**src/hw/cong_man_pkg.sv**
```systemverilog
////////////////////////////////////////
// Shared sizes, vector types, enums and
// the priority to queue mapping
////////////////////////////////////////

package cong_man_pkg;

    ////////////////////////////////////////
    // Sizes

    localparam int NUM_EGR_PORTS   = 4;
    localparam int QUEUES_PER_PORT = 4;
    localparam int NUM_QUEUES      = NUM_EGR_PORTS * QUEUES_PER_PORT;
    localparam int NUM_DROP_TYPES  = 2;
    localparam int COUNTER_DEPTH   = NUM_QUEUES * NUM_DROP_TYPES;
    // One write per counter entry
    localparam int INIT_CYCLES     = COUNTER_DEPTH;
    localparam int MTU_BYTES       = 2000;

    ////////////////////////////////////////
    // Vector types

    typedef logic [$clog2(NUM_QUEUES)-1:0]    queue_id_t;
    typedef logic [$clog2(NUM_EGR_PORTS)-1:0] egr_port_t;
    typedef logic [2:0]                       prio_t;
    typedef logic [$clog2(MTU_BYTES)-1:0]     byte_len_t;
    typedef logic [15:0]                      occupancy_t;
    typedef logic [31:0]                      counter_t;
    // Queue in the upper bits, drop type in the LSB
    typedef logic [$clog2(COUNTER_DEPTH)-1:0] counter_addr_t;

    ////////////////////////////////////////
    // Enums

    typedef enum logic {
        POLICER_DROP    = 1'b0,
        QUEUE_FULL_DROP = 1'b1
    } drop_type_t;

    // Code 3 is unused and answered with an error
    typedef enum logic [1:0] {
        READ           = 2'd0,
        READ_AND_CLEAR = 2'd1,
        CLEAR_ALL      = 2'd2
    } counter_op_t;

    typedef enum logic {
        INIT,
        ACTIVE
    } host_state_t;

    ////////////////////////////////////////
    // Queue within the egress port

    function automatic logic [$clog2(QUEUES_PER_PORT)-1:0] prio_to_queue(input prio_t prio);
        case (prio)
            3'd7:    return 2'd3;
            3'd6:    return 2'd2;
            3'd5:    return 2'd1;
            default: return 2'd0;
        endcase
    endfunction

endpackage

```
**src/hw/admission_pipeline.sv**
```systemverilog
////////////////////////////////////////
// Descriptor pipeline, queue occupancy
// and the admit or drop decision
////////////////////////////////////////

`timescale 1ns/10ps

module admission_pipeline import cong_man_pkg::*; (
    input  logic       counter_access,
    input  logic       rst_n,
    input  logic       packet_in_valid,
    input  egr_port_t  packet_in_port,
    input  prio_t      packet_in_prio,
    input  byte_len_t  packet_in_len,
    input  logic       packet_in_mark,
    output logic       packet_in_ready,
    output logic       packet_out_valid,
    output queue_id_t  packet_out_queue,
    output byte_len_t  packet_out_len,
    input  logic       packet_out_ready,
    input  logic       release_valid,
    input  queue_id_t  release_queue,
    input  occupancy_t release_bytes,
    output logic       lookup_valid,
    output queue_id_t  lookup_queue,
    input  occupancy_t lookup_threshold,
    output logic       drop_valid,
    output queue_id_t  drop_queue,
    output drop_type_t drop_type_sel
);

    logic        advance;
    logic        s1_valid;
    queue_id_t   s1_queue;
    byte_len_t   s1_len;
    logic        s1_police;
    logic        s2_valid;
    queue_id_t   s2_queue;
    byte_len_t   s2_len;
    logic        s2_police;
    logic [16:0] occ_plus_len;
    logic        queue_full;
    logic        admit;
    occupancy_t  occupancy [NUM_QUEUES];
    occupancy_t  occ_next  [NUM_QUEUES];

    // All stages move together, held while the output waits
    assign advance         = !packet_out_valid || packet_out_ready;
    assign packet_in_ready = advance;

    assign lookup_valid = s1_valid && advance;
    assign lookup_queue = s1_queue;

    ////////////////////////////////////////
    // Stage 2 decision

    assign occ_plus_len = {1'b0, occupancy[s2_queue]} + 17'(s2_len);
    assign queue_full   = occ_plus_len > {1'b0, lookup_threshold};
    assign admit        = s2_valid && advance && !s2_police && !queue_full;

    // Policer rule is checked first
    assign drop_valid    = s2_valid && advance && (s2_police || queue_full);
    assign drop_queue    = s2_queue;
    assign drop_type_sel = s2_police ? POLICER_DROP : QUEUE_FULL_DROP;

    always_comb begin
        occupancy_t grown;
        for (int q = 0; q < NUM_QUEUES; q++) begin
            grown = occupancy[q];
            if (admit && s2_queue == queue_id_t'(q)) begin
                grown = grown + occupancy_t'(s2_len);
            end
            // Release saturates at zero
            if (release_valid && release_queue == queue_id_t'(q)) begin
                grown = (grown > release_bytes) ? grown - release_bytes : '0;
            end
            occ_next[q] = grown;
        end
    end

    ////////////////////////////////////////
    // Control state

    always_ff @(posedge counter_access or negedge rst_n) begin
        if (!rst_n) begin
            s1_valid         <= 1'b0;
            s2_valid         <= 1'b0;
            packet_out_valid <= 1'b0;
            occupancy        <= '{default: '0};
        end else begin
            if (advance) begin
                s1_valid         <= packet_in_valid;
                s2_valid         <= s1_valid;
                packet_out_valid <= s2_valid && !s2_police && !queue_full;
            end
            occupancy <= occ_next;
        end
    end

    // Descriptor fields
    always_ff @(posedge counter_access) begin
        if (advance) begin
            s1_queue         <= {packet_in_port, prio_to_queue(packet_in_prio)};
            s1_len           <= packet_in_len;
            s1_police        <= packet_in_mark && packet_in_prio < prio_t'(6);
            s2_queue         <= s1_queue;
            s2_len           <= s1_len;
            s2_police        <= s1_police;
            packet_out_queue <= s2_queue;
            packet_out_len   <= s2_len;
        end
    end

    a_occ_within_thr: assert property (@(posedge counter_access) disable iff (!rst_n)
        admit |=> occupancy[$past(s2_queue)] <= $past(lookup_threshold));

endmodule

```
**src/hw/congestion_manager.sv**
```systemverilog
////////////////////////////////////////
// Egress admission top level
////////////////////////////////////////

`timescale 1ns/10ps

module congestion_manager import cong_man_pkg::*; (
    input  logic        counter_access,
    input  logic        rst_n,
    input  logic        packet_in_valid,
    input  egr_port_t   packet_in_port,
    input  prio_t       packet_in_prio,
    input  byte_len_t   packet_in_len,
    input  logic        packet_in_mark,
    output logic        packet_in_ready,
    output logic        packet_out_valid,
    output queue_id_t   packet_out_queue,
    output byte_len_t   packet_out_len,
    input  logic        packet_out_ready,
    input  logic        release_valid,
    input  queue_id_t   release_queue,
    input  occupancy_t  release_bytes,
    input  logic        cfg_req_valid,
    input  logic        cfg_write,
    input  queue_id_t   cfg_queue,
    input  occupancy_t  cfg_threshold,
    output logic        cfg_req_ready,
    output logic        cfg_rsp_valid,
    output occupancy_t  cfg_rsp_threshold,
    input  logic        cfg_rsp_ready,
    input  logic        cntr_req_valid,
    input  counter_op_t cntr_op,
    input  queue_id_t   cntr_queue,
    input  drop_type_t  cntr_type,
    output logic        cntr_req_ready,
    output logic        cntr_rsp_valid,
    output counter_t    cntr_rsp_data,
    output logic        cntr_rsp_error,
    input  logic        cntr_rsp_ready
);

    ////////////////////////////////////////
    // Internal nets

    logic          lookup_valid;
    queue_id_t     lookup_queue;
    occupancy_t    lookup_threshold;
    logic          drop_valid;
    queue_id_t     drop_queue;
    drop_type_t    drop_type_sel;
    logic          upd_rd_en;
    counter_addr_t upd_rd_addr;
    logic          upd_wr_en;
    counter_addr_t upd_wr_addr;
    counter_t      upd_wr_data;
    logic          host_req;
    counter_addr_t host_rd_addr;
    logic          host_wr_en;
    counter_addr_t host_wr_addr;
    counter_t      host_wr_data;
    logic          host_gnt;
    counter_t      bank_rd_data;

    ////////////////////////////////////////
    // Instances

    // Port names match the nets above
    admission_pipeline   i_admission_pipeline   (.*);
    drop_threshold_table i_drop_threshold_table (.*);
    counter_update_agent i_counter_update_agent (.*);
    counter_host_agent   i_counter_host_agent   (.*);
    counter_bank_arbiter i_counter_bank_arbiter (.*);

endmodule

```
**src/hw/counter_bank_arbiter.sv**
```systemverilog
////////////////////////////////////////
// Drop counter memory and access grant
////////////////////////////////////////

`timescale 1ns/10ps

module counter_bank_arbiter import cong_man_pkg::*; (
    input  logic          counter_access,
    input  logic          rst_n,
    input  logic          upd_rd_en,
    input  counter_addr_t upd_rd_addr,
    input  logic          upd_wr_en,
    input  counter_addr_t upd_wr_addr,
    input  counter_t      upd_wr_data,
    input  logic          host_req,
    input  counter_addr_t host_rd_addr,
    input  logic          host_wr_en,
    input  counter_addr_t host_wr_addr,
    input  counter_t      host_wr_data,
    output logic          host_gnt,
    output counter_t      bank_rd_data
);

    counter_t      counters [COUNTER_DEPTH];
    logic          wr_en;
    counter_addr_t wr_addr;
    counter_t      wr_data;
    counter_addr_t rd_addr;

    // Update agent never waits
    assign host_gnt = host_req && !upd_rd_en && !upd_wr_en;

    assign wr_en   = upd_wr_en || (host_gnt && host_wr_en);
    assign wr_addr = upd_wr_en ? upd_wr_addr : host_wr_addr;
    assign wr_data = upd_wr_en ? upd_wr_data : host_wr_data;
    assign rd_addr = upd_rd_en ? upd_rd_addr : host_rd_addr;

    // Read returns the value before a same-cycle write
    always_ff @(posedge counter_access) begin
        if (wr_en) begin
            counters[wr_addr] <= wr_data;
        end
        bank_rd_data <= counters[rd_addr];
    end

    a_single_writer: assert property (@(posedge counter_access) disable iff (!rst_n)
        !(upd_wr_en && host_wr_en));

endmodule

```
**src/hw/counter_host_agent.sv**
```systemverilog
////////////////////////////////////////
// Counter clearing sweep and host requests
////////////////////////////////////////

`timescale 1ns/10ps

module counter_host_agent import cong_man_pkg::*; (
    input  logic          counter_access,
    input  logic          rst_n,
    input  logic          cntr_req_valid,
    input  counter_op_t   cntr_op,
    input  queue_id_t     cntr_queue,
    input  drop_type_t    cntr_type,
    output logic          cntr_req_ready,
    output logic          cntr_rsp_valid,
    output counter_t      cntr_rsp_data,
    output logic          cntr_rsp_error,
    input  logic          cntr_rsp_ready,
    output logic          host_req,
    output counter_addr_t host_rd_addr,
    output logic          host_wr_en,
    output counter_addr_t host_wr_addr,
    output counter_t      host_wr_data,
    input  logic          host_gnt,
    input  counter_t      bank_rd_data
);

    host_state_t   state;
    counter_addr_t sweep_addr;
    logic          pend;
    counter_addr_t pend_addr;
    logic          pend_clear;
    logic          rd_wait;
    logic          req_accept;

    assign cntr_req_ready = state == ACTIVE && !pend && !rd_wait && !cntr_rsp_valid;
    assign req_accept     = cntr_req_valid && cntr_req_ready;

    ////////////////////////////////////////
    // Memory side

    assign host_req     = state == INIT || pend;
    assign host_rd_addr = pend_addr;
    // Sweep writes, or the clear half of READ_AND_CLEAR
    assign host_wr_en   = host_gnt && (state == INIT || pend_clear);
    assign host_wr_addr = (state == INIT) ? sweep_addr : pend_addr;
    assign host_wr_data = '0;

    always_ff @(posedge counter_access or negedge rst_n) begin
        if (!rst_n) begin
            state          <= INIT;
            sweep_addr     <= '0;
            pend           <= 1'b0;
            rd_wait        <= 1'b0;
            cntr_rsp_valid <= 1'b0;
        end else begin
            rd_wait <= 1'b0;
            if (cntr_rsp_valid && cntr_rsp_ready) begin
                cntr_rsp_valid <= 1'b0;
            end
            case (state)
                INIT: begin
                    if (host_gnt) begin
                        sweep_addr <= sweep_addr + 1'b1;
                        if (sweep_addr == counter_addr_t'(INIT_CYCLES - 1)) begin
                            state <= ACTIVE;
                        end
                    end
                end
                ACTIVE: begin
                    if (req_accept) begin
                        case (cntr_op)
                            READ, READ_AND_CLEAR: pend <= 1'b1;
                            CLEAR_ALL: begin
                                state          <= INIT;
                                cntr_rsp_valid <= 1'b1;
                            end
                            default: cntr_rsp_valid <= 1'b1;
                        endcase
                    end
                    if (pend && host_gnt) begin
                        pend    <= 1'b0;
                        rd_wait <= 1'b1;
                    end
                    // Read data is back from the bank
                    if (rd_wait) begin
                        cntr_rsp_valid <= 1'b1;
                    end
                end
                default: state <= INIT;
            endcase
        end
    end

    always_ff @(posedge counter_access) begin
        if (req_accept) begin
            pend_addr      <= {cntr_queue, cntr_type};
            pend_clear     <= cntr_op == READ_AND_CLEAR;
            cntr_rsp_data  <= '0;
            cntr_rsp_error <= !(cntr_op inside {READ, READ_AND_CLEAR, CLEAR_ALL});
        end
        if (rd_wait) begin
            cntr_rsp_data  <= bank_rd_data;
            cntr_rsp_error <= 1'b0;
        end
    end

    // A stray grant would let a stale clear reach the memory
    a_gnt_requested: assert property (@(posedge counter_access) disable iff (!rst_n)
        host_gnt |-> host_req);

endmodule

```
**src/hw/counter_update_agent.sv**
```systemverilog
////////////////////////////////////////
// Drop counter increment agent
////////////////////////////////////////

`timescale 1ns/10ps

module counter_update_agent import cong_man_pkg::*; (
    input  logic          counter_access,
    input  logic          rst_n,
    input  logic          drop_valid,
    input  queue_id_t     drop_queue,
    input  drop_type_t    drop_type_sel,
    output logic          upd_rd_en,
    output counter_addr_t upd_rd_addr,
    output logic          upd_wr_en,
    output counter_addr_t upd_wr_addr,
    output counter_t      upd_wr_data,
    input  counter_t      bank_rd_data
);

    logic          pend_valid;
    counter_addr_t pend_addr;
    logic          last_valid;
    counter_addr_t last_addr;
    counter_t      last_data;
    logic          forward;

    // Read in the event cycle
    assign upd_rd_en   = drop_valid;
    assign upd_rd_addr = {drop_queue, drop_type_sel};

    // Memory read missed the write still in flight to the same counter
    assign forward = last_valid && last_addr == pend_addr;

    assign upd_wr_en   = pend_valid;
    assign upd_wr_addr = pend_addr;
    assign upd_wr_data = (forward ? last_data : bank_rd_data) + counter_t'(1);

    always_ff @(posedge counter_access or negedge rst_n) begin
        if (!rst_n) begin
            pend_valid <= 1'b0;
            last_valid <= 1'b0;
        end else begin
            pend_valid <= drop_valid;
            last_valid <= pend_valid;
        end
    end

    always_ff @(posedge counter_access) begin
        pend_addr <= upd_rd_addr;
        last_addr <= pend_addr;
        last_data <= upd_wr_data;
    end

endmodule

```
**src/hw/drop_threshold_table.sv**
```systemverilog
////////////////////////////////////////
// Per-queue drop thresholds with packet
// lookup and configuration access
////////////////////////////////////////

`timescale 1ns/10ps

module drop_threshold_table import cong_man_pkg::*; (
    input  logic       counter_access,
    input  logic       rst_n,
    input  logic       lookup_valid,
    input  queue_id_t  lookup_queue,
    output occupancy_t lookup_threshold,
    input  logic       cfg_req_valid,
    input  logic       cfg_write,
    input  queue_id_t  cfg_queue,
    input  occupancy_t cfg_threshold,
    output logic       cfg_req_ready,
    output logic       cfg_rsp_valid,
    output occupancy_t cfg_rsp_threshold,
    input  logic       cfg_rsp_ready
);

    occupancy_t thresholds [NUM_QUEUES];
    logic       cfg_accept;

    // Packet lookups take the table, config waits
    assign cfg_req_ready = !lookup_valid && !cfg_rsp_valid;
    assign cfg_accept    = cfg_req_valid && cfg_req_ready;

    always_ff @(posedge counter_access or negedge rst_n) begin
        if (!rst_n) begin
            thresholds    <= '{default: '1};
            cfg_rsp_valid <= 1'b0;
        end else begin
            if (cfg_accept) begin
                if (cfg_write) begin
                    thresholds[cfg_queue] <= cfg_threshold;
                end
                cfg_rsp_valid <= 1'b1;
            end else if (cfg_rsp_ready) begin
                cfg_rsp_valid <= 1'b0;
            end
        end
    end

    always_ff @(posedge counter_access) begin
        if (lookup_valid) begin
            lookup_threshold <= thresholds[lookup_queue];
        end
        // Write echoes the new value
        if (cfg_accept) begin
            cfg_rsp_threshold <= cfg_write ? cfg_threshold : thresholds[cfg_queue];
        end
    end

    a_cfg_rsp_hold: assert property (@(posedge counter_access) disable iff (!rst_n)
        cfg_rsp_valid && !cfg_rsp_ready |=> cfg_rsp_valid && $stable(cfg_rsp_threshold));

endmodule

```
**config.mk**
```make
export PLATFORM = sky130hd
export DESIGN_NAME = congestion_manager
export DESIGN_NICKNAME = d
export VERILOG_FILES = /design/src/hw/cong_man_pkg.sv /design/src/hw/admission_pipeline.sv /design/src/hw/congestion_manager.sv /design/src/hw/counter_bank_arbiter.sv /design/src/hw/counter_host_agent.sv /design/src/hw/counter_update_agent.sv /design/src/hw/drop_threshold_table.sv
export SDC_FILE = /design/constraint.sdc
export NUM_CORES = 2
export LEC_CHECK = 0
export BUFFER_PORTS_ARGS = -buffer_cell sky130_fd_sc_hd__buf_2
export CAP_MARGIN = 20
export CORE_MARGIN = 2
export CORE_UTILIZATION = 40
export DETAILED_ROUTE_END_ITERATION = 16
export PLACE_DENSITY = 0.58
export SLEW_MARGIN = 20
export SYNTH_ARGS = -nofsm -noshare
export SYNTH_HDL_FRONTEND = slang
export SYNTH_SLANG_ARGS = --single-unit
```
**constraint.sdc**
```tcl
create_clock -name counter_access -period 20.7 [get_ports counter_access]
set_clock_uncertainty 0.2 [all_clocks]
set_input_delay 5.175 -clock counter_access [delete_from_list [all_inputs] [get_ports counter_access]]
set_output_delay 5.175 -clock counter_access [all_outputs]
set_load 0.02 [all_outputs]
```
==> flow_summary_export.csv <==
group,metric,value,unit
global_route,grt_max_degree,186,
logic_synthesis,synth_cell_types,86,
detailed_routing,wl_per_cell,26.1,microns
critical_path,cp-end-kind,"output pin",
worst_hold_path,hp-start,"i_counter_update_agent.upd_wr_addr[3]",
detailed_routing,vias,65120,
cells_and_area,fin_area,105000,sq um
timing,setup_viol,0,
pwr,vdd_drop_max,0.0922,mV
detailed_routing,wirelength,287,mm
logic_synthesis,synth_warnings,0,
logic_synthesis,synth_largest_area_cell,"edfxtp_1",
timing,fin_crit,12330,ps
critical_path,startpoint,"packet_out_ready",
logic_synthesis,synth_commonest_cells,"edfxtp_1 (1,141), nand2_1 (931), ha_1 (462)",
critical_path,critPathRequiredTime,15330,ps
clocking,root_buffer,"clkbuf_16",
critical_path,r2r_setup_slack,8580,ps
placed_design,port_buffers,143,
logic_synthesis,synth_top_area_share,0.367,
pwr,switching_share,0.383,
detailed_routing,first_pass_iters,6,
detailed_routing,vias_per_cell,5.92,
timing,holdWs,165,ps
timing,final_hold_viol_count,0,
cells_and_area,seqCellArea,49300,sq um
cells_and_area,fin_nets,8349,
flow_run,maxCapViolations,0,
critical_path,critical_path.max_fanout,54,
logic_synthesis,ys.flop_type,"edfxtp_1",
timing,rsz0062_at_grt,"false",
logic_synthesis,yosys-top-cells-area,"edfxtp_1 (37%), dfrtp_1 (7.3%), dfstp_2 (7.2%)",
critical_path,critPathMaxStageDelay,700,ps
critical_path,critPathLaunchType,"primary input",
cells_and_area,multiInputGateArea,42000,sq um
pwr,p_int,9.13,mW
critical_path,path_cells,"buf_2 -> nand2b_4 -> buf_4 -> and2_1 -> nor2_1 -> buf_2",
die,coreArea,232000,sq um
timing,max_freq,81.1,MHz
die,die_h,487,microns
die,start_util,0.402,
logic_synthesis,synth_area,93300,sq um
worst_hold_path,min_path_type,"flip-flop to flip-flop",
pwr,p_per_area,141,nW/um^2
cells_and_area,final_util,0.452,
placed_design,dp_slack,8250,ps
logic_synthesis,synth-edff-count,1141,
die,row_count,177,
clocking,cts_setup_buffers,0,
cells_and_area,drive_above_1_share,0.196,
global_route,grt_pass1_vias,63835,
logic_synthesis,syn_area_per_cell,12.2,sq um
global_route,grt-ovfl-total,0,
detailed_routing,drcViolationCount,0,
timing,max-slew-margin-rel,0.233,
critical_path,r2r_start,"i_admission_pipeline.drop_queue[0]",
die,dieArea,237000,sq um
global_route,grt_pass1_wl,422,mm
clocking,cts_buffer_depth,3,
outcome,status,"finished, final reports clean",
critical_path,critPathSlowestCell,"and2_1",
logic_synthesis,ys_ff_latch,1743,
logic_synthesis,synth_nets,8219,
clocking,clock_sinks,1743,
critical_path,path_class,"primary input to output pin",
detailed_routing,drt_iter0_markers,6205,
die,num_io_pins,144,
pwr,p_clk_frac,0.252,
logic_synthesis,synth.most_common_cell,"edfxtp_1",
cells_and_area,area_delta_synth_final,12.4,%
timing,worstMarginPinSlew,1150,ps
critical_path,crit_top_cell,"buf_2",
placed_design,place_area,97900,sq um
cells_and_area,fillers,20806,
pwr,power.leakage,42.0,nW
pwr,p_switching,5.66,mW
clocking,cts_buffers,192,
placed_design,dp_hpwl,181,mm
critical_path,crit_arrival,6960,ps
global_route,grt_usage,0.238,
timing,tns,0,ps
clocking,cts_tree,"done",
timing,finalWorstSetupSlack,8370,ps
global_route,antenna_found_initial,25,
timing,drv_slew,0,
pwr,power.share.combinational,0.392,
clocking,insertion_delay,940,ps
pwr,p_seq_frac,0.356,
placed_design,gp_congestion,0.915,
logic_synthesis,syn_inst,7650,
clocking,ctsResizeCount,0,
clocking,postCtsHoldBufs,0,
detailed_routing,antenna_left,0,
die,die_w,487,microns
logic_synthesis,async_flop_share,0.302,
clocking,cts.htree.levels,4,
timing,fin_crit_sh,0.596,
clocking,clkSlewWorstSetupHoldPaths,60,ps
logic_synthesis,ys_seq_area_frac,0.528,
stage by stage:
stage / instances / total power [mW]
global placement: 10628 / 10.9
CTS: 10989 / 14.8
detailed placement: 10628 / 11.0
finish: 10994 / 14.8
global route: 10994 / 15.5
floorplan: 7650 / 9.12
cell families (layout without fill, tap and decap cells):
group / Yosys count / count (layout) / share of synthesized area
and+or+nand+nor: 1965 / 1965 / 0.0982
adders and majority gates: 495 / 495 / 0.0690
other: 0 / 4 / 0
DFF: 1743 / 1743 / 0.528
xor gates and xnor gates: 488 / 488 / 0.0458
AOI/OAI and AO/OA: 1617 / 1617 / 0.117
muxes: 736 / 736 / 0.115
buffers and inverters: 606 / 903 / 0.0268
power groups by stage:
stage          sequential [mW]  clock, mW  combinational, mW
6_report                  5.26       3.73               5.80
5_1_grt                   5.32       3.93               6.29
4_1_cts                   5.26       3.79               5.74
3_5_place_dp              5.32          0               5.70
3_3_place_gp              5.30          0               5.61
2_1_floorplan             5.17          0               3.95
per-layer routing:
metal  vias to the layer above  track usage  share of wire
met5                         -            0        0.00056
met2                      2327        0.374           0.46
met4                        24       0.0715          0.029
li1                      29152            -              -
met1                     33159        0.341           0.45
met3                       458       0.0331          0.067
registers in the layout, summed over array words and instances, names as in the netlist, 5 cells and up:
name / count
i_counter_bank_arbiter.counters: 1024
i_admission_pipeline.occupancy: 256
i_drop_threshold_table.thresholds: 256
i_counter_bank_arbiter.bank_rd_data: 32
i_counter_host_agent.cntr_rsp_data: 32
i_counter_update_agent.last_data: 32
i_drop_threshold_table.cfg_rsp_threshold: 16
i_drop_threshold_table.lookup_threshold: 16
i_admission_pipeline.packet_out_len: 11
i_admission_pipeline.s1_len: 11
i_admission_pipeline.s2_len: 11
i_counter_host_agent.host_rd_addr: 5
i_counter_host_agent.sweep_addr: 5
i_counter_update_agent.last_addr: 5
i_counter_update_agent.upd_wr_addr: 5
path summary, 6_finish.rpt:
check / end / cells after the start
max: cfg_req_ready / 6
max reg2reg: i_admission_pipeline.occupancy[152] / 39
min: i_counter_update_agent.last_addr[3] / 0
min reg2reg: i_counter_update_agent.last_addr[3] / 0
min in group asynchronous: i_admission_pipeline.occupancy[255] / 1
max in group asynchronous: i_drop_threshold_table.thresholds[233] / 3
worst max-delay path, delay by kind of cell:
family,cells,cell delay (ps)
simple gates,3,910
buf+inv,3,860
placed cells by master, fill, tap and decap left out, drive strengths merged, types with 51 or more instances in the layout:
master / n
a21o: 158
a21oi: 342
a221o: 54
a221oi: 58
a22o: 72
a31oi: 130
and2: 82
and3: 159
buf: 288
clkbuf: 238
clkinv: 77
dfrtp: 271
dfstp: 256
dfxtp: 75
edfxtp: 1141
ha: 462
inv: 256
mux2: 348
mux2i: 153
mux4: 235
nand2: 931
nand3: 157
nand4: 76
nor2: 263
nor3: 85
nor4: 51
o21ai: 276
o21bai: 111
o22ai: 111
o2bb2ai: 67
xnor2: 323
xor2: 165
area by class of cell:
class	instances	area share
sequential	1743	0.470
multi-input combinational	5301	0.400
clock buffer	238	0.0493
clock inverter	123	0.0174
antenna	4	0.0000954
inverter	254	0.00910
timing repair buffer	288	0.0180
tap	3043	0.0363
Note: power is estimated with default switching activity, not from simulation.
